--- src/save_geom_pkg.sv ---
//////////////////////////////////////////////////
// Save image and RAM geometry
// Sector and bank sizes, last sector numbers,
// vector types for words, addresses and sizes
//////////////////////////////////////////////////

package save_geom_pkg;

	// Words in one host sector
	localparam int SECTOR_WORDS = 16;

	// Sectors held by one console's save RAM
	localparam int BANK_SECTORS = 8;

	// Last sector of a full image covering both consoles
	localparam int LBA_LAST = 15;

	// Last sector when one half-size image feeds both consoles
	localparam int LBA_LAST_DUPE = 7;

	typedef logic [15:0] word_t;
	typedef logic [3:0]  buff_addr_t;
	typedef logic [2:0]  sector_idx_t;

	// Top bit picks the console
	typedef logic [3:0]  lba_t;

	typedef logic [6:0]  bank_addr_t;
	typedef logic [63:0] img_size_t;

endpackage

--- src/save_policy.sv ---
//////////////////////////////////////////////////
// Backup RAM transfer policy
// Save enable, load and save requests,
// unsaved-write tracking, start pulses
//////////////////////////////////////////////////

`timescale 1ns/1ps

module save_policy (
	input  logic                    clk_sys,
	input  logic                    reset,
	input  logic                    cart_download,
	input  logic                    img_mounted,
	input  logic                    img_readonly,
	input  save_geom_pkg::img_size_t img_size,
	input  logic                    cart1_has_save,
	input  logic                    cart2_has_save,
	input  logic                    cram1_wr,
	input  logic                    cram2_wr,
	input  logic                    load_btn,
	input  logic                    save_btn,
	input  logic                    autosave_en,
	input  logic                    osd_open,
	input  logic                    busy,
	output logic                    start_load,
	output logic                    start_save,
	output logic                    save_pending
);

	logic bk_ena;
	logic new_load;
	logic old_download;
	logic old_load;
	logic old_save;

	logic sav_supported;
	logic dl_begin;
	logic dl_end;
	logic load_req;
	logic save_req;
	logic load_edge;
	logic save_edge;
	logic auto_load;
	logic may_start;
	logic want_load;

	assign sav_supported = bk_ena & (cart1_has_save | cart2_has_save);

	assign dl_begin = ~old_download & cart_download;
	assign dl_end   = old_download & ~cart_download;

	assign load_req = load_btn | new_load;
	assign save_req = save_btn | (autosave_en & osd_open & save_pending);

	assign load_edge = ~old_load & load_req;
	assign save_edge = ~old_save & save_req;

	// Image with content present when the download finishes
	assign auto_load = dl_end & (|img_size);

	// A pulse just issued blocks a second one until busy rises
	assign may_start = bk_ena & ~busy & ~start_load & ~start_save;
	assign want_load = load_edge | auto_load;

	always_ff @(posedge clk_sys) begin
		if (reset) begin
			bk_ena       <= 1'b0;
			new_load     <= 1'b0;
			old_download <= 1'b0;
			old_load     <= 1'b0;
			old_save     <= 1'b0;
			save_pending <= 1'b0;
			start_load   <= 1'b0;
			start_save   <= 1'b0;
		end else begin
			old_download <= cart_download;
			old_load     <= load_req;
			old_save     <= save_req;

			// Save image gets mounted near the end of a download
			if (dl_begin) begin
				bk_ena <= 1'b0;
			end
			if (cart_download & img_mounted & ~img_readonly) begin
				bk_ena <= 1'b1;
			end

			if (dl_end & sav_supported) begin
				new_load <= 1'b1;
			end else if (busy) begin
				new_load <= 1'b0;
			end

			// Writes made from the menu do not count as game progress
			if ((cram1_wr | cram2_wr) & ~osd_open & sav_supported) begin
				save_pending <= 1'b1;
			end else if (busy) begin
				save_pending <= 1'b0;
			end

			// Load has priority over save
			start_load <= may_start & want_load;
			start_save <= may_start & ~want_load & save_edge;
		end
	end

endmodule

--- config.mk ---
export PLATFORM = sky130hd
export DESIGN_NAME = save_policy
export DESIGN_NICKNAME = d
export VERILOG_FILES = /design/src/save_geom_pkg.sv /design/src/save_policy.sv
export SDC_FILE = /design/constraint.sdc
export NUM_CORES = 1
export LEC_CHECK = 0
export ABC_CLOCK_PERIOD_IN_PS = 1450
export BUFFER_PORTS_ARGS = -buffer_cell sky130_fd_sc_hd__buf_2
export CAP_MARGIN = 5
export CORE_MARGIN = 2
export CORE_UTILIZATION = 24
export CTS_CLUSTER_DIAMETER = 60
export DETAILED_ROUTE_END_ITERATION = 10
export PLACE_DENSITY = 0.77
export SETUP_SLACK_MARGIN = 0.15
export SYNTH_ARGS = -nofsm -noshare
export SYNTH_HDL_FRONTEND = slang
export SYNTH_SLANG_ARGS = --single-unit
export TNS_END_PERCENT = 30
--- constraint.sdc ---
create_clock -name clk_sys -period 1.45 [get_ports clk_sys]
set_input_delay 0.0725 -clock clk_sys [delete_from_list [all_inputs] [get_ports clk_sys]]
set_output_delay 0.0725 -clock clk_sys [all_outputs]
set_load 0.01 [all_outputs]
==> out/metrics.yaml <==
timing:
  finalHoldViolCount: 0
  clock_skew_ns: 0.00249
  setup_tns_ns: 0
  clock.fmax_ghz: 0.958
  maxSlewHeadroom_pct: 79.2
  timing.final.crit_share_pct: 72.0
  rsz0062_at_grt: "false"
  worstMarginPinSlew_ns: 0.310
  setup-violations-final: 0
  slew_viol_final: 0
  whs_ns: 0.0476
  min_period_ns: 1.04
setup_path:
  path_class: "in -> reg"
  worstPathRequired_ns: 1.62
  end_kind: "flip-flop"
  startpoint_type: "input port"
  cp_max_fo: 2
  critical_path.top_delay_family: "simple AND/OR/NAND/NOR gates"
  max_stage_delay_ns: 0.29
  cp_slowest_cell: "nor4_1"
  worstPathArrival_ns: 1.22
  cp_cell_sequence: "buf_2, nor4_1, nand4_1, nor4_1, o22ai_1, nor4_2"
  critPathBufInv: 1
  crit_top_cell: "nor4_1"
synth:
  syn_area_um2: 418
  netlist_top_cells_count: "17 x nor4_1, 8 x dfxtp_1, 8 x nor2_1"
  synth_top_cell_by_area: "dfxtp_1"
  synth-seq-cells: 8
  synth_edf_count: 0
  yosys-top-cells-area: "dfxtp_1 38%, nor4_1 25%, nor2_1 7.2%, nand4_1 6.0%, nor4_2 6.0%"
  synth_top_area_share_pct: 38.3
  ys.flop_type: "dfxtp_1"
  yosysMostFrequentCell: "nor4_1"
  synth_cell_types: 14
  syn_inst: 53
  ys.warnings.count: 0
  synthArstFlopShare_pct: 0
  synth_seq_area_share_pct: 38.3
  synth.avg_cell_area_um2: 7.88
  syn-num-nets: 131
global_routing:
  grt_use_met3_pct: 4.37
  grt_overflow: 0
  antenna_found_initial: 0
  grt_pass1_vias: 652
  grtUsageTotal_pct: 15.5
  grt_pass1_wl_mm: 2.35
  use_met2_pct: 30.1
  grt_most_used_layer: "met2"
  grt_max_degree: 8
  use_met1_pct: 15.2
layout:
  utilization_pct: 51.0
  layout-area-overhead-vs-synth_pct: 106
  drive_gt1_share_pct: 62.5
  fin_nets: 216
  diodes: 0
clock_network:
  clock_path_buffers: 2
  cts-root-buf: "clkbuf_4"
  post-cts-setup-buffers: 0
  clkLatencyLatePin_ns: 0.25
  cts_sinks: 8
  h-tree-depth: 1
  clk_pin_slew_worst_paths_ns: 0.05
  numCtsBuffers: 3
  tritoncts: "done"
  cts.hold.buffers_added: 0
  cts.repair.resized: 0
floorplan:
  chipHeight_um: 45.7
  start_util_pct: 24.7
  num_rows: 15
  io_pins: 81
  core_mm2: 0.00169
  fp.dieW_um: 45.7
  die_area_mm2: 0.00209
power_and_ir_drop:
  p_sw_mw: 0.123
  p_comb_share_pct: 24.7
  power.leakage_nw: 0.447
  seqPwrFrac_pct: 43.4
  clock_power_share_pct: 32.0
  p_int_mw: 0.406
  p_per_area_mw_per_mm2: 614
  switching_share_pct: 23.3
  ir_drop_v: 0.000460
  power_mw: 0.529
drt:
  wl_mm: 1.67
  ant_nets: 0
  drtIter0Drc: 10
  drc_errors: 0
  dr.pass1.iters: 4
  vias: 744
  wire_per_inst_um: 10.9
  viasPerCell: 4.86
place:
  dpl.hpwl_mm: 1.51
  gp_congestion: 0.692
  numPortBuffers: 80
run:
  drv_cap: 0
hold_path:
  hold_class: "in -> reg"
outcome:
  status: "finished, final reports clean"
[flip-flops by register name, summed over array words and instances, names as in the netlist]
signal	flops
new_load	1
bk_ena	1
start_save	1
old_download	1
old_load	1
start_load	1
save_pending	1
old_save	1
[power groups by stage]
stage | clock network (mW) | registers, mW | logic, mW
finish | 0.169 | 0.230 | 0.131
global route | 0.183 | 0.230 | 0.147
CTS | 0.176 | 0.230 | 0.132
detailed placement | 0 | 0.234 | 0.131
global placement | 0 | 0.234 | 0.129
floorplan | 0 | 0.234 | 0.0228
[per-layer routing]
metal  up-vias  part of all wire (%)
li1        382                     -
met1       310                    37
met2        47                    50
met3         5                    12
met4         0                   1.1
met5         -                     0
[path summary, 6_finish.rpt]
| kind | startpoint | to | slack, ns | cells after the start |
|---|---|---|---|---|
| setup / recovery | img_size[9] | start_save | 0.41 | 6 |
| hold / removal | load_btn | old_load | 0.05 | 3 |
| setup reg to reg | start_load | start_save | 0.46 | 3 |
| hold reg to reg | old_save | start_save | 0.40 | 1 |
[cell usage in the layout, fill, tap and decap left out]
| cell | instances |
|---|---|
| inv_1 | 2 |
| nor2_1 | 8 |
| o22ai_1 | 1 |
| a21oi_1 | 3 |
| nand4_1 | 4 |
| nand2_1 | 2 |
| nor4_2 | 2 |
| nor3_1 | 1 |
| nor2b_1 | 1 |
| buf_2 | 80 |
| clkbuf_4 | 3 |
| a31oi_1 | 1 |
| o21ai_0 | 2 |
| nand3b_1 | 1 |
| nor4_1 | 17 |
| dfxtp_1 | 8 |
[stage by stage]
stage / std cells / worst slack, ns / cell area [um^2]
after detailed placement: 150 / 0.123 / 840
final: 153 / 0.406 / 862
after global routing: 153 / 0.290 / 862
after global placement: 150 / 0.107 / 840
after floorplan: 53 / 0.348 / 418
after CTS: 153 / 0.381 / 862
[worst reg2reg max path, cell delays in order, from the launching register on]
cell,delay (ns)
dfxtp_1,0.31
nor4_1,0.24
nand2_1,0.12
nor4_2,0.23
[cell families (layout without fill, tap and decap cells)]
family / Yosys count / after routing / synth area share [%]
AO/OA/AOI/OAI: 7 / 7 / 8.98
buffers and inverters: 2 / 85 / 1.80
AND/OR/NAND/NOR: 36 / 36 / 50.9
flip-flops: 8 / 8 / 38.3
[area by class of cell]
cell class              instances  area (um^2)
clock buffers                   3         22.5
well taps                      17         21.3
inverters                       2         7.51
fillers                       184          827
multi-input cells              43          250
repair buffers                 80          400
flip-flops and latches          8          160
(Power assumes the default switching activity.)
