==> src/save_ctrl_pkg.sv <==
//////////////////////////////////////////////////
// Save controller types
// State encoding of the sector sequencer
//////////////////////////////////////////////////

package save_ctrl_pkg;

	// SEQ_LOAD moves host sectors into the banks
	// SEQ_SAVE moves bank contents out to the host
	typedef enum logic [1:0] {
		SEQ_IDLE,
		SEQ_LOAD,
		SEQ_SAVE
	} seq_state_t;

endpackage

==> src/save_geom_pkg.sv <==
//////////////////////////////////////////////////
// Save image and RAM geometry
// Sector and bank sizes, last sector numbers,
// vector types for words, addresses and sizes
//////////////////////////////////////////////////

package save_geom_pkg;

	// Words in one host sector
	localparam int SECTOR_WORDS = 16;

	// Sectors held by one console's save RAM
	localparam int BANK_SECTORS = 8;

	// Last sector of a full image covering both consoles
	localparam int LBA_LAST = 15;

	// Last sector when one half-size image feeds both consoles
	localparam int LBA_LAST_DUPE = 7;

	typedef logic [15:0] word_t;
	typedef logic [3:0]  buff_addr_t;
	typedef logic [2:0]  sector_idx_t;

	// Top bit picks the console
	typedef logic [3:0]  lba_t;

	typedef logic [6:0]  bank_addr_t;
	typedef logic [63:0] img_size_t;

endpackage

==> src/bank_port_if.sv <==
//////////////////////////////////////////////////
// Word-wide RAM access port
// Initiator drives address and write data
//////////////////////////////////////////////////

`timescale 1ns/1ps

interface bank_port_if;

	save_geom_pkg::bank_addr_t addr;
	save_geom_pkg::word_t      wdata;
	logic                      wr;
	save_geom_pkg::word_t      rdata;

	modport initiator (
		output addr,
		output wdata,
		output wr,
		input  rdata
	);

	modport target (
		input  addr,
		input  wdata,
		input  wr,
		output rdata
	);

endinterface

==> src/save_sequencer.sv <==
//////////////////////////////////////////////////
// Save image sector sequencer
// Host block handshake, sector walk,
// word routing between host and both banks
//////////////////////////////////////////////////

`timescale 1ns/1ps

module save_sequencer (
	input  logic                      clk_sys,
	input  logic                      reset,
	input  logic                      start_load,
	input  logic                      start_save,
	input  logic                      dupe_save,
	output logic                      busy,
	output logic                      bk_loading,

	output save_geom_pkg::lba_t       sd_lba,
	output logic                      sd_rd,
	output logic                      sd_wr,
	input  logic                      sd_ack,
	input  save_geom_pkg::buff_addr_t sd_buff_addr,
	input  save_geom_pkg::word_t      sd_buff_dout,
	input  logic                      sd_buff_wr,
	output save_geom_pkg::word_t      sd_buff_din,

	bank_port_if.initiator            bank1,
	bank_port_if.initiator            bank2
);

	localparam int LBA_MSB = $bits(save_geom_pkg::lba_t) - 1;

	save_ctrl_pkg::seq_state_t state;

	logic old_ack;
	logic ack_rise;
	logic ack_fall;
	logic last_sector;
	logic lba_hi;
	logic host_wr;

	save_geom_pkg::sector_idx_t sector;
	save_geom_pkg::bank_addr_t  bk_addr;

	//////////////////////////////////////////////////
	// Bank routing
	//////////////////////////////////////////////////

	assign lba_hi  = sd_lba[LBA_MSB];
	assign sector  = save_geom_pkg::sector_idx_t'(sd_lba[LBA_MSB-1:0]);
	assign bk_addr = {sector, sd_buff_addr};
	assign host_wr = sd_buff_wr & sd_ack;

	assign bank1.addr  = bk_addr;
	assign bank1.wdata = sd_buff_dout;
	assign bank1.wr    = ~lba_hi & host_wr;

	// In dupe mode the lower half also lands in console 2
	assign bank2.addr  = bk_addr;
	assign bank2.wdata = sd_buff_dout;
	assign bank2.wr    = (lba_hi | dupe_save) & host_wr;

	assign sd_buff_din = lba_hi ? bank2.rdata : bank1.rdata;

	//////////////////////////////////////////////////
	// Handshake and sector walk
	//////////////////////////////////////////////////

	assign ack_rise = ~old_ack & sd_ack;
	assign ack_fall = old_ack & ~sd_ack;

	assign last_sector = (sd_lba == save_geom_pkg::lba_t'(save_geom_pkg::LBA_LAST)) |
		(dupe_save & (sd_lba == save_geom_pkg::lba_t'(save_geom_pkg::LBA_LAST_DUPE)));

	assign busy = (state != save_ctrl_pkg::SEQ_IDLE);

	always_ff @(posedge clk_sys) begin
		if (reset) begin
			state      <= save_ctrl_pkg::SEQ_IDLE;
			sd_lba     <= '0;
			sd_rd      <= 1'b0;
			sd_wr      <= 1'b0;
			bk_loading <= 1'b0;
			old_ack    <= 1'b0;
		end else begin
			old_ack <= sd_ack;

			// Host took the request
			if (ack_rise) begin
				sd_rd <= 1'b0;
				sd_wr <= 1'b0;
			end

			case (state)
				save_ctrl_pkg::SEQ_IDLE: begin
					if (start_load) begin
						state      <= save_ctrl_pkg::SEQ_LOAD;
						sd_lba     <= '0;
						sd_rd      <= 1'b1;
						bk_loading <= 1'b1;
					end else if (start_save) begin
						state  <= save_ctrl_pkg::SEQ_SAVE;
						sd_lba <= '0;
						sd_wr  <= 1'b1;
					end
				end

				save_ctrl_pkg::SEQ_LOAD,
				save_ctrl_pkg::SEQ_SAVE: begin
					// At the end of a sector move on or stop
					if (ack_fall) begin
						if (last_sector) begin
							state      <= save_ctrl_pkg::SEQ_IDLE;
							bk_loading <= 1'b0;
						end else begin
							sd_lba <= sd_lba + 1'b1;
							sd_rd  <= (state == save_ctrl_pkg::SEQ_LOAD);
							sd_wr  <= (state == save_ctrl_pkg::SEQ_SAVE);
						end
					end
				end

				default: begin
					state <= save_ctrl_pkg::SEQ_IDLE;
				end
			endcase
		end
	end

endmodule

==> src/flat_wrapper.sv <==
// flat-port wrapper written by rule: the top's interface ports become plain ports
module save_sequencer_flat 
  (clk_sys, reset, start_load, start_save, dupe_save, busy, bk_loading, sd_lba, sd_rd, sd_wr, sd_ack, sd_buff_addr, sd_buff_dout, sd_buff_wr, sd_buff_din, bank1_addr, bank1_wdata, bank1_wr, bank1_rdata, bank2_addr, bank2_wdata, bank2_wr, bank2_rdata);
  bank_port_if bank1_i ();
  bank_port_if bank2_i ();
  input  logic clk_sys;
  input  logic reset;
  input  logic start_load;
  input  logic start_save;
  input  logic dupe_save;
  output logic busy;
  output logic bk_loading;
  output save_geom_pkg::lba_t sd_lba;
  output logic sd_rd;
  output logic sd_wr;
  input  logic sd_ack;
  input  save_geom_pkg::buff_addr_t sd_buff_addr;
  input  save_geom_pkg::word_t sd_buff_dout;
  input  logic sd_buff_wr;
  output save_geom_pkg::word_t sd_buff_din;
  output wire logic [$bits(bank1_i.addr)-1:0] bank1_addr;
  output wire logic [$bits(bank1_i.wdata)-1:0] bank1_wdata;
  output wire logic [$bits(bank1_i.wr)-1:0] bank1_wr;
  input wire logic [$bits(bank1_i.rdata)-1:0] bank1_rdata;
  output wire logic [$bits(bank2_i.addr)-1:0] bank2_addr;
  output wire logic [$bits(bank2_i.wdata)-1:0] bank2_wdata;
  output wire logic [$bits(bank2_i.wr)-1:0] bank2_wr;
  input wire logic [$bits(bank2_i.rdata)-1:0] bank2_rdata;
  assign bank1_addr = bank1_i.addr;
  assign bank1_wdata = bank1_i.wdata;
  assign bank1_wr = bank1_i.wr;
  assign bank1_i.rdata = bank1_rdata;
  assign bank2_addr = bank2_i.addr;
  assign bank2_wdata = bank2_i.wdata;
  assign bank2_wr = bank2_i.wr;
  assign bank2_i.rdata = bank2_rdata;
  save_sequencer u_core (.clk_sys(clk_sys), .reset(reset), .start_load(start_load), .start_save(start_save), .dupe_save(dupe_save), .busy(busy), .bk_loading(bk_loading), .sd_lba(sd_lba), .sd_rd(sd_rd), .sd_wr(sd_wr), .sd_ack(sd_ack), .sd_buff_addr(sd_buff_addr), .sd_buff_dout(sd_buff_dout), .sd_buff_wr(sd_buff_wr), .sd_buff_din(sd_buff_din), .bank1(bank1_i), .bank2(bank2_i));
endmodule
==> config.mk <==
export PLATFORM = sky130hd
export DESIGN_NAME = save_sequencer_flat
export DESIGN_NICKNAME = d
export VERILOG_FILES = /design/src/save_ctrl_pkg.sv /design/src/save_geom_pkg.sv /design/src/bank_port_if.sv /design/src/save_sequencer.sv /design/src/flat_wrapper.sv
export SDC_FILE = /design/constraint.sdc
export NUM_CORES = 1
export LEC_CHECK = 0
export BUFFER_PORTS_ARGS = -buffer_cell sky130_fd_sc_hd__buf_2
export CAP_MARGIN = 20
export CORE_UTILIZATION = 31
export DETAILED_ROUTE_END_ITERATION = 8
export PLACE_DENSITY = 0.78
export SLEW_MARGIN = 10
export SYNTH_ARGS = -nofsm -noshare
export SYNTH_HDL_FRONTEND = slang
export SYNTH_SLANG_ARGS = --single-unit
export TNS_END_PERCENT = 100
==> constraint.sdc <==
create_clock -name clk_sys -period 1.8 [get_ports clk_sys]
set_clock_uncertainty 0.2 [all_clocks]
set_input_delay 0.27 -clock clk_sys [delete_from_list [all_inputs] [get_ports clk_sys]]
set_output_delay 0.27 -clock clk_sys [all_outputs]
set_load 0.01 [all_outputs]
==> results of run 1 <==
==> metal layers <==
layer  global-route usage  routed length [µm]  up-vias  part of all wire
li1                     -                   -      509                 -
met1                0.161                1080      462              0.41
met2                0.230                1350       34              0.51
met3               0.0365                 188        5             0.071
met4               0.0756                  44        0             0.017
met5                    0                   0        -                 0
==> cells in the mapped netlist <==
library cell / count
sky130_fd_sc_hd__or3b_1: 1
sky130_fd_sc_hd__or4_1: 1
sky130_fd_sc_hd__nand2_1: 3
sky130_fd_sc_hd__a21boi_0: 1
sky130_fd_sc_hd__dfxtp_1: 10
sky130_fd_sc_hd__or3_1: 1
sky130_fd_sc_hd__a21oi_1: 7
sky130_fd_sc_hd__nand3_1: 7
sky130_fd_sc_hd__nor3_1: 1
sky130_fd_sc_hd__buf_4: 46
sky130_fd_sc_hd__o41ai_1: 1
sky130_fd_sc_hd__a21oi_2: 1
sky130_fd_sc_hd__mux2i_1: 2
sky130_fd_sc_hd__buf_1: 2
sky130_fd_sc_hd__ha_1: 5
sky130_fd_sc_hd__mux2_2: 16
sky130_fd_sc_hd__o21ai_0: 6
sky130_fd_sc_hd__inv_1: 5
sky130_fd_sc_hd__o311ai_0: 2
sky130_fd_sc_hd__clkbuf_1: 1
sky130_fd_sc_hd__o211a_1: 1
sky130_fd_sc_hd__or2_1: 1
sky130_fd_sc_hd__nand4_1: 3
sky130_fd_sc_hd__and3_1: 1
sky130_fd_sc_hd__a31oi_1: 1
sky130_fd_sc_hd__nand2b_1: 3
sky130_fd_sc_hd__nor2b_1: 2
sky130_fd_sc_hd__o211ai_2: 1
sky130_fd_sc_hd__nor2_1: 8
==> cells by family after synthesis <==
logic type               count (synthesis)  synth area share
buffers and inverters                   54             0.329
AND/OR/NAND/NOR                         32             0.146
AO/OA/AOI/OAI                           21             0.120
multiplexers                            18             0.175
flip-flops                              10             0.175
adder cells (fa/ha/maj)                  5            0.0548
==> power by group through the flow <==
stage	Combinational (mW)	Clock, mW	Sequential, mW
floorplan	0.359	0	0.296
global placement	0.524	0	0.276
detailed placement	0.531	0	0.277
CTS	0.541	0.244	0.273
global route	0.639	0.252	0.281
finish	0.571	0.235	0.276
==> final cells by class <==
class	instances	area [µm²]	area share
Clock buffer	3	41.3	0.0305
Inverter	5	18.8	0.0139
Multi-Input combinational cell	76	589	0.435
Sequential cell	10	203	0.150
Tap cell	46	57.6	0.0425
Timing Repair Buffer	81	445	0.329
==> final timing paths <==
| check | startpoint | to | slack [ps] |
|---|---|---|---|
| worst min register to register | u_core.bk_loading | u_core.bk_loading | 270 |
| worst min-delay path | sd_ack | u_core.old_ack | 110 |
| worst max-delay path | u_core.sd_lba[3] | sd_buff_din[1] | 60 |
| worst max register to register | u_core.state[0] | u_core.sd_lba[3] | 100 |
==> critical path: cells and delay by family (launching register included) <==
kind,cells,cell delay [ps]
buffers and inverters,2,310
flip-flops,1,370
multiplexers,1,360
==> flip-flops by register name, summed over array words and instances, names as in the netlist <==
name / flops
u_core.bk_loading: 1
u_core.old_ack: 1
u_core.sd_lba: 4
u_core.sd_rd: 1
u_core.sd_wr: 1
u_core.state: 2
==> timing repair <==
item | in CTS | in global routing
gates resized for setup | 2 | 7
endpoints found under the setup margin | 6 | 8
pin swaps | 0 | 0
gates cloned | 0 | 0
==> flow_results.org, run 1 <==
** Cells and area
- 0 antenna diodes ended up in the layout.
- Total Nets Final :: between 200 and 250
- Area growth from synthesis to layout :: 18.8%
- After filler insertion, the fill cell instance count of the layout stands at ~360.
- In the layout the commonest cells are sky130_fd_sc_hd__buf_2, sky130_fd_sc_hd__mux2_2, sky130_fd_sc_hd__buf_4, sky130_fd_sc_hd__nor2_1, sky130_fd_sc_hd__dfxtp_1.
- Leading cell type in the layout, fill and taps excluded :: sky130_fd_sc_hd__buf_2
- Finished Core Util :: 0.394
- The count of cells in the finished layout, fillers not included, comes to about 220.
- After routing the design area is roughly 1400 µm².
- Of the cells placed in the final design, the portion with a size suffix greater than 1 is 0.629.

** Floorplan
- Horiz. Die Dim :: roughly 63 µm
- Initial Utilization :: 0.332
- Floorplan die area :: roughly 3900 µm²
- Height of the die :: roughly 63 µm
- The floorplan step defined a core boundary enclosing ~3400 µm².
- In this run the core area contains 21 standard-cell rows.
- For this design the top-level I/O count stands at 131.

** Drt
- 1st-iter DRT viols :: 35
- Via/cell ratio :: approximately 4.6
- 1st-pass router iterations :: 5
- After detailed routing, the average wire length per cell comes to 12.0 µm.
- Final WL :: roughly 2700 µm
- Total number of vias :: ~1.0k
- Once detail routing completed, the nets flagged for antenna violations numbered 0.
- Post-route DRC :: 0

** Clocking
- Cell at the root of the clock tree :: sky130_fd_sc_hd__clkbuf_8
- The number of clock buffers added by TritonCTS is 3.
- Clock tree sinks :: 10
- Depth of the CTS H-tree :: 1
- Clock-pin slew was measured on the worst setup and hold paths at approximately 50 ps.
- The later pin in the worst-skew pair is clocked with a latency of approximately 240 ps.
- In this run, post-CTS hold repair placed 0 buffers.
- After clock tree synthesis, the setup repair step added 0 buffers.
- TritonCTS built the clock tree.
- Max clock buf depth :: 2

** Power and ir drop
- Static leakage :: 0.709 nW
- Switching share of total power :: 0.365
- Across the VDD grid, the largest voltage drop is approximately 0.50 mV.
- Share of power burned in combinational logic :: 0.528
- The design draws 1.08 mW.
- The share of total power dissipated in the clock network is 0.217.
- The internal portion of the total power is 0.686 mW.
- For this design the ratio of total power to cell area is 798 nW/µm².
- Of the total power, registers draw 0.255.
- For this design the total switching power over the nets is just under 0.4 mW.

** Timing
- Setup violations remaining at the end of the flow were counted as 0.
- The total count of max-transition violations in the final report came to 0.
- Setup_tns :: 0 ps
- The tightest hold path in the finished design has a slack of 110 ps.
- Setup repair after global routing left no endpoint under its margin.
- The worst path meets setup with 55.5 ps of slack.
- Hold Fails Final Rpt :: 0
- Headroom to the max-slew limit :: 0.761
- Based on the critical path, the design can be clocked at up to 0.573 GHz.
- For the finished layout, the period the worst path requires is 1740 ps.
- Dividing the final minimum period by the clock period gives 0.969.
- For the pin with the worst max-slew slack, the measured transition is 355 ps.

** Run status
- Status :: finished clean

** Synthesis
- Warnings, synthesis :: 0
- Post-synthesis average cell area :: roughly 8.2 µm²
- Yosys mapped the design onto 29 distinct sky130hd cell types.
- Summed over all instances, the cell type with the most area after synthesis is sky130_fd_sc_hd__buf_4.
- Of the synthesized area, sequential elements account for 0.175.
- Mapped Nets :: between 200 and 250
- Number of storage elements in the synthesis netlist :: 10
- The share of synthesized area in the top cell type comes to 0.303.
- Cells taking the most area after synthesis :: sky130_fd_sc_hd__buf_4, sky130_fd_sc_hd__dfxtp_1, sky130_fd_sc_hd__mux2_2, sky130_fd_sc_hd__ha_1, sky130_fd_sc_hd__a21oi_1
- Post-Syn Area :: between 1000 and 1500 µm²
- Post-synthesis cell count :: 140

** Worst setup path
- Type of the setup path with the least slack :: reg -> out
- Slowest-stage cell, CP :: sky130_fd_sc_hd__dfxtp_2
- The worst setup path is launched from a register.
- Crit-path cells :: buf_12 > mux2_2 > buf_2
- In this run the worst path has a maximum fanout of 21.
- Data on the critical path arrives at its endpoint at ~1300 ps.
- STA classifies the critical path endpoint as an output pin.
- The number of cells on the worst reg-to-reg path is 7.
- STA puts the critical path data required time at between 1000 and 1500 ps.
- Crit-path max cell delay :: ~370 ps

** Global route
- Antenna violations before repair :: 0
- GRT Resource Usage Total :: 0.138
- Entering global routing, the biggest net connects 22 pins.
- The first global-routing pass estimated 4310 µm of wire.
- Total gr overflow :: 0
- Number of global-route vias before repair :: 990

** Placement
- Summed over all nets, the half-perimeter wirelength after detailed placement is around 2200 µm.
- At the placement stage, the worst setup path has a slack of about 18 ps.
- Routability-driven placement finished with a final weighted congestion of ~0.89.
- Counting tap cells, the placed design contains a total of 218 instances.
- Area of placed instances :: around 1300 µm²
- In this run the tool buffered the top-level ports with 70 buffer cells.

** Worst hold path
- The path class of the tightest hold or removal check is in -> reg.
- The worst hold path passes through 2 cells.

** Job
- Across the run, the number of max-cap violations was 0.
(Power assumes the default switching activity.)
==> inputs of run 2 (changes only) <==
--- a/config.mk
+++ b/config.mk
@@ -7,9 +7,10 @@
 export LEC_CHECK = 0
 export BUFFER_PORTS_ARGS = -buffer_cell sky130_fd_sc_hd__buf_2
 export CAP_MARGIN = 20
-export CORE_UTILIZATION = 31
+export CORE_UTILIZATION = 34
 export DETAILED_ROUTE_END_ITERATION = 8
-export PLACE_DENSITY = 0.78
+export PLACE_DENSITY = 0.81
+export SETUP_SLACK_MARGIN = 0.2
 export SLEW_MARGIN = 10
 export SYNTH_ARGS = -nofsm -noshare
 export SYNTH_HDL_FRONTEND = slang
==> constraint.sdc (replaced) <==
create_clock -name clk_sys -period 2 [get_ports clk_sys]
set_clock_uncertainty 0.2 [all_clocks]
set_input_delay 0.3 -clock clk_sys [delete_from_list [all_inputs] [get_ports clk_sys]]
set_output_delay 0.3 -clock clk_sys [all_outputs]
set_load 0.01 [all_outputs]
==> flow_results.org, run 2 (same netlist as run 1, synthesis figures left out) <==
** Run status
- Status :: finished clean

** Power and ir drop
- Static leakage :: 0.680 nW (-4.1%)
- The ratio of total power to cell area was 638 nW/µm² (-20%).
- The maximum vdd ir drop came to 0.197 mV (-61%).

** Cells and area
- Leaving out fill and tap cells, the most frequent cell in the layout is sky130_fd_sc_hd__buf_2.
- The post-route standard cell area excluding fillers came to 1310 µm² (-3.7%).
- Total Nets Final :: 236 (-2.1%)
- Area occupied by multi-input gates :: 592 µm² (+0.42%)
- Total area of sequential cells :: 206 µm² (+1.9%)
- The proportion of layout cells with a drive suffix above 1 was 0.624 (-0.00504).
- Leaving out fill and tap cells, the most frequent cells in the layout are sky130_fd_sc_hd__buf_2, sky130_fd_sc_hd__mux2_2, sky130_fd_sc_hd__nor2_1, sky130_fd_sc_hd__nand3_1, sky130_fd_sc_hd__dfxtp_1.
- # diodes :: 0 (unchanged)
- Top flop regs :: u_core.sd_lba: 4 flops, u_core.state: 2 flops
- The flip-flop count of the largest register after layout is 4 (unchanged).
- Area growth from synthesis to layout :: 14.4%
- Number of fill cells :: 335 (-8.0%)
- Register with the highest flop count :: u_core.sd_lba

** Floorplan
- The die area was 3590 µm² (-8.6%).
- The floorplan die height is 59.9 µm (-4.4%).
- The number of placement rows came to 20 (-4.8%).
- The die width came to 59.9 µm (-4.4%).
- The initial standard-cell utilization of the core is 0.365 (+0.0333).
- The area of the core region was 3130 µm² (-9.1%).
- The number of top-level pins was 131 (unchanged).

** Worst setup path
- Type of origin of the critical path :: register
- The highest net fanout along the worst path came to 8 (-62%).
- The data required time at the worst endpoint was 1500 ps (+170 ps).
- Crit end category :: output pin
- Worst path arrival time :: 1280 ps (about the same)
- Type of the setup path with the least slack :: reg -> out

** Timing
- The count of endpoints failing hold in the final timing report was 0 (unchanged).
- Fin Hold WS :: 92.5 ps (-17.5 ps)
- Setup repair after global routing could not meet its margin everywhere.
- The tightest slew margin relative to the limit was 0.766 (+0.00469).
- Setup_tns :: 0 ps (unchanged)
- Number of endpoints failing setup at the final stage :: 0 (unchanged)
- Worst-case setup margin in the final layout :: 225 ps (+169 ps)
- Slew of the pin with the lowest slew margin :: 350 ps (-4.92 ps)
- Crit share post-route :: 0.888
- Timing would allow up to about 0.56 GHz.
- After layout, the minimum clock period comes to around 1800 ps.
- The total count of max-transition violations in the final report is 0 (unchanged).

** Global route
- The number of antenna violations at the first check in global routing was 0 (unchanged).
- The number of global-route vias before repair was 935 (-5.6%).
- The total routing usage reported by global routing is 0.154 (+0.0156).
- Global routing usage on met1 :: 0.190 (+0.0287)
- GR Layer Usage met2 :: 0.248 (+0.0180)
- After global routing, the most crowded layer is met2.
- The global-route congestion overflow total was 0 (unchanged).
- The largest net degree at the start of global routing was 10 (-55%).
- The wire length of the first global-routing pass came to 4210 µm (-2.4%).
- The met3 usage in global routing is 0.0519 (+0.0155).

** Drt
- Detail Route Antenna Nets :: 0 (unchanged)
- The detailed-router iteration count before antenna repair was 4 (-1).
- Via/cell ratio :: 4.81 (+5.2%)
- The number of design rule violations left after detail routing was 0 (unchanged).
- The total number of vias is 1,029 (+1.9%).
- Final WL :: 2750 µm (+3.3%)
- 1st-iter DRT viols :: 27 (-23%)
- Mean routed wirelength per cell :: 12.9 µm (+6.7%)

** Clocking
- Clock tree sinks :: 10 (unchanged)
- Max clock buf depth :: 2 (unchanged)
- The clock-pin slew on the worst setup and hold paths came to 70 ps (+20 ps).
- CTS tree :: yes
- Count of hold buffers inserted by post-cts repair :: 0 (unchanged)
- The insertion delay to the later sink of the worst-skew pair was 270 ps (+30 ps).
- Cell at the root of the clock tree :: sky130_fd_sc_hd__clkbuf_4
- Depth of the CTS H-tree :: 1 (unchanged)
- Clock buffers created by TritonCTS :: 3 (unchanged)

** Placement
- The count of buffers inserted at the top-level ports is 70 (unchanged).
- Routability congestion estimate :: 0.797 (-10%)
- The instance area after placement is 1210 µm² (-5.8%).
- The detailed placement HPWL was 2180 µm (+0.50%).
- The placement-stage worst setup slack came to 133 ps (+115 ps).

** Job
- Number of maximum-capacitance violations :: 0 (unchanged)

** Worst hold path
- Path category of the worst min-delay check :: in -> reg
## run 2: cell types whose count changed in the layout (fill, tap and decap cells not counted), sizes merged
cell,change
buf,-5
## run 2: what timing repair did
item                       4_1_cts  5_1_grt
hold endpoints to repair         0        0
buffers inserted                 2        0
gates cloned                     1        0
setup endpoints to repair       15       20
resized for setup                5       12
## run 2: per-stage QoR
stage	util	std cells	total power, mW
after CTS	0.408	214	0.810
after global placement	0.388	208	0.633
after floorplan	-	140	0.589
after global routing	0.417	214	0.895
final	0.417	214	0.833
after detailed placement	0.388	208	0.644
## run 2: per-layer routing
metal / part of all wire / wire (µm)
met1: 0.40 / 1110
met5: 0 / 0
met4: 0.018 / 49
met3: 0.098 / 269
met2: 0.48 / 1320
## run 2: cell type report
cell class | instances | share of cell area
clock buffers | 3 | 0.0173
inverters | 5 | 0.0144
multi-input cells | 76 | 0.454
flip-flops and latches | 10 | 0.158
well taps | 44 | 0.0422
repair buffers | 76 | 0.314
## run 2: where the power goes
group          internal [mW]  leakage, nW  switching (mW)  total, mW
combinational          0.197        0.583           0.235      0.432
clock                 0.0697       0.0138          0.0736      0.143
sequential             0.231       0.0836          0.0270      0.258
## run 2: worst paths after layout
path	startpoint	to	slack, ps	cells after the start
setup / recovery	u_core.sd_lba[3]	sd_buff_din[1]	220	3
hold / removal	sd_ack	u_core.old_ack	90	2
setup reg to reg	u_core.state[0]	u_core.sd_lba[0]	280	6
hold reg to reg	u_core.bk_loading	u_core.bk_loading	270	2
## run 2: worst max-delay path, cell delays in order (launching register included)
cell,delay [ps]
sky130_fd_sc_hd__dfxtp_4,390
sky130_fd_sc_hd__buf_8,140
sky130_fd_sc_hd__mux2_2,330
sky130_fd_sc_hd__buf_2,140
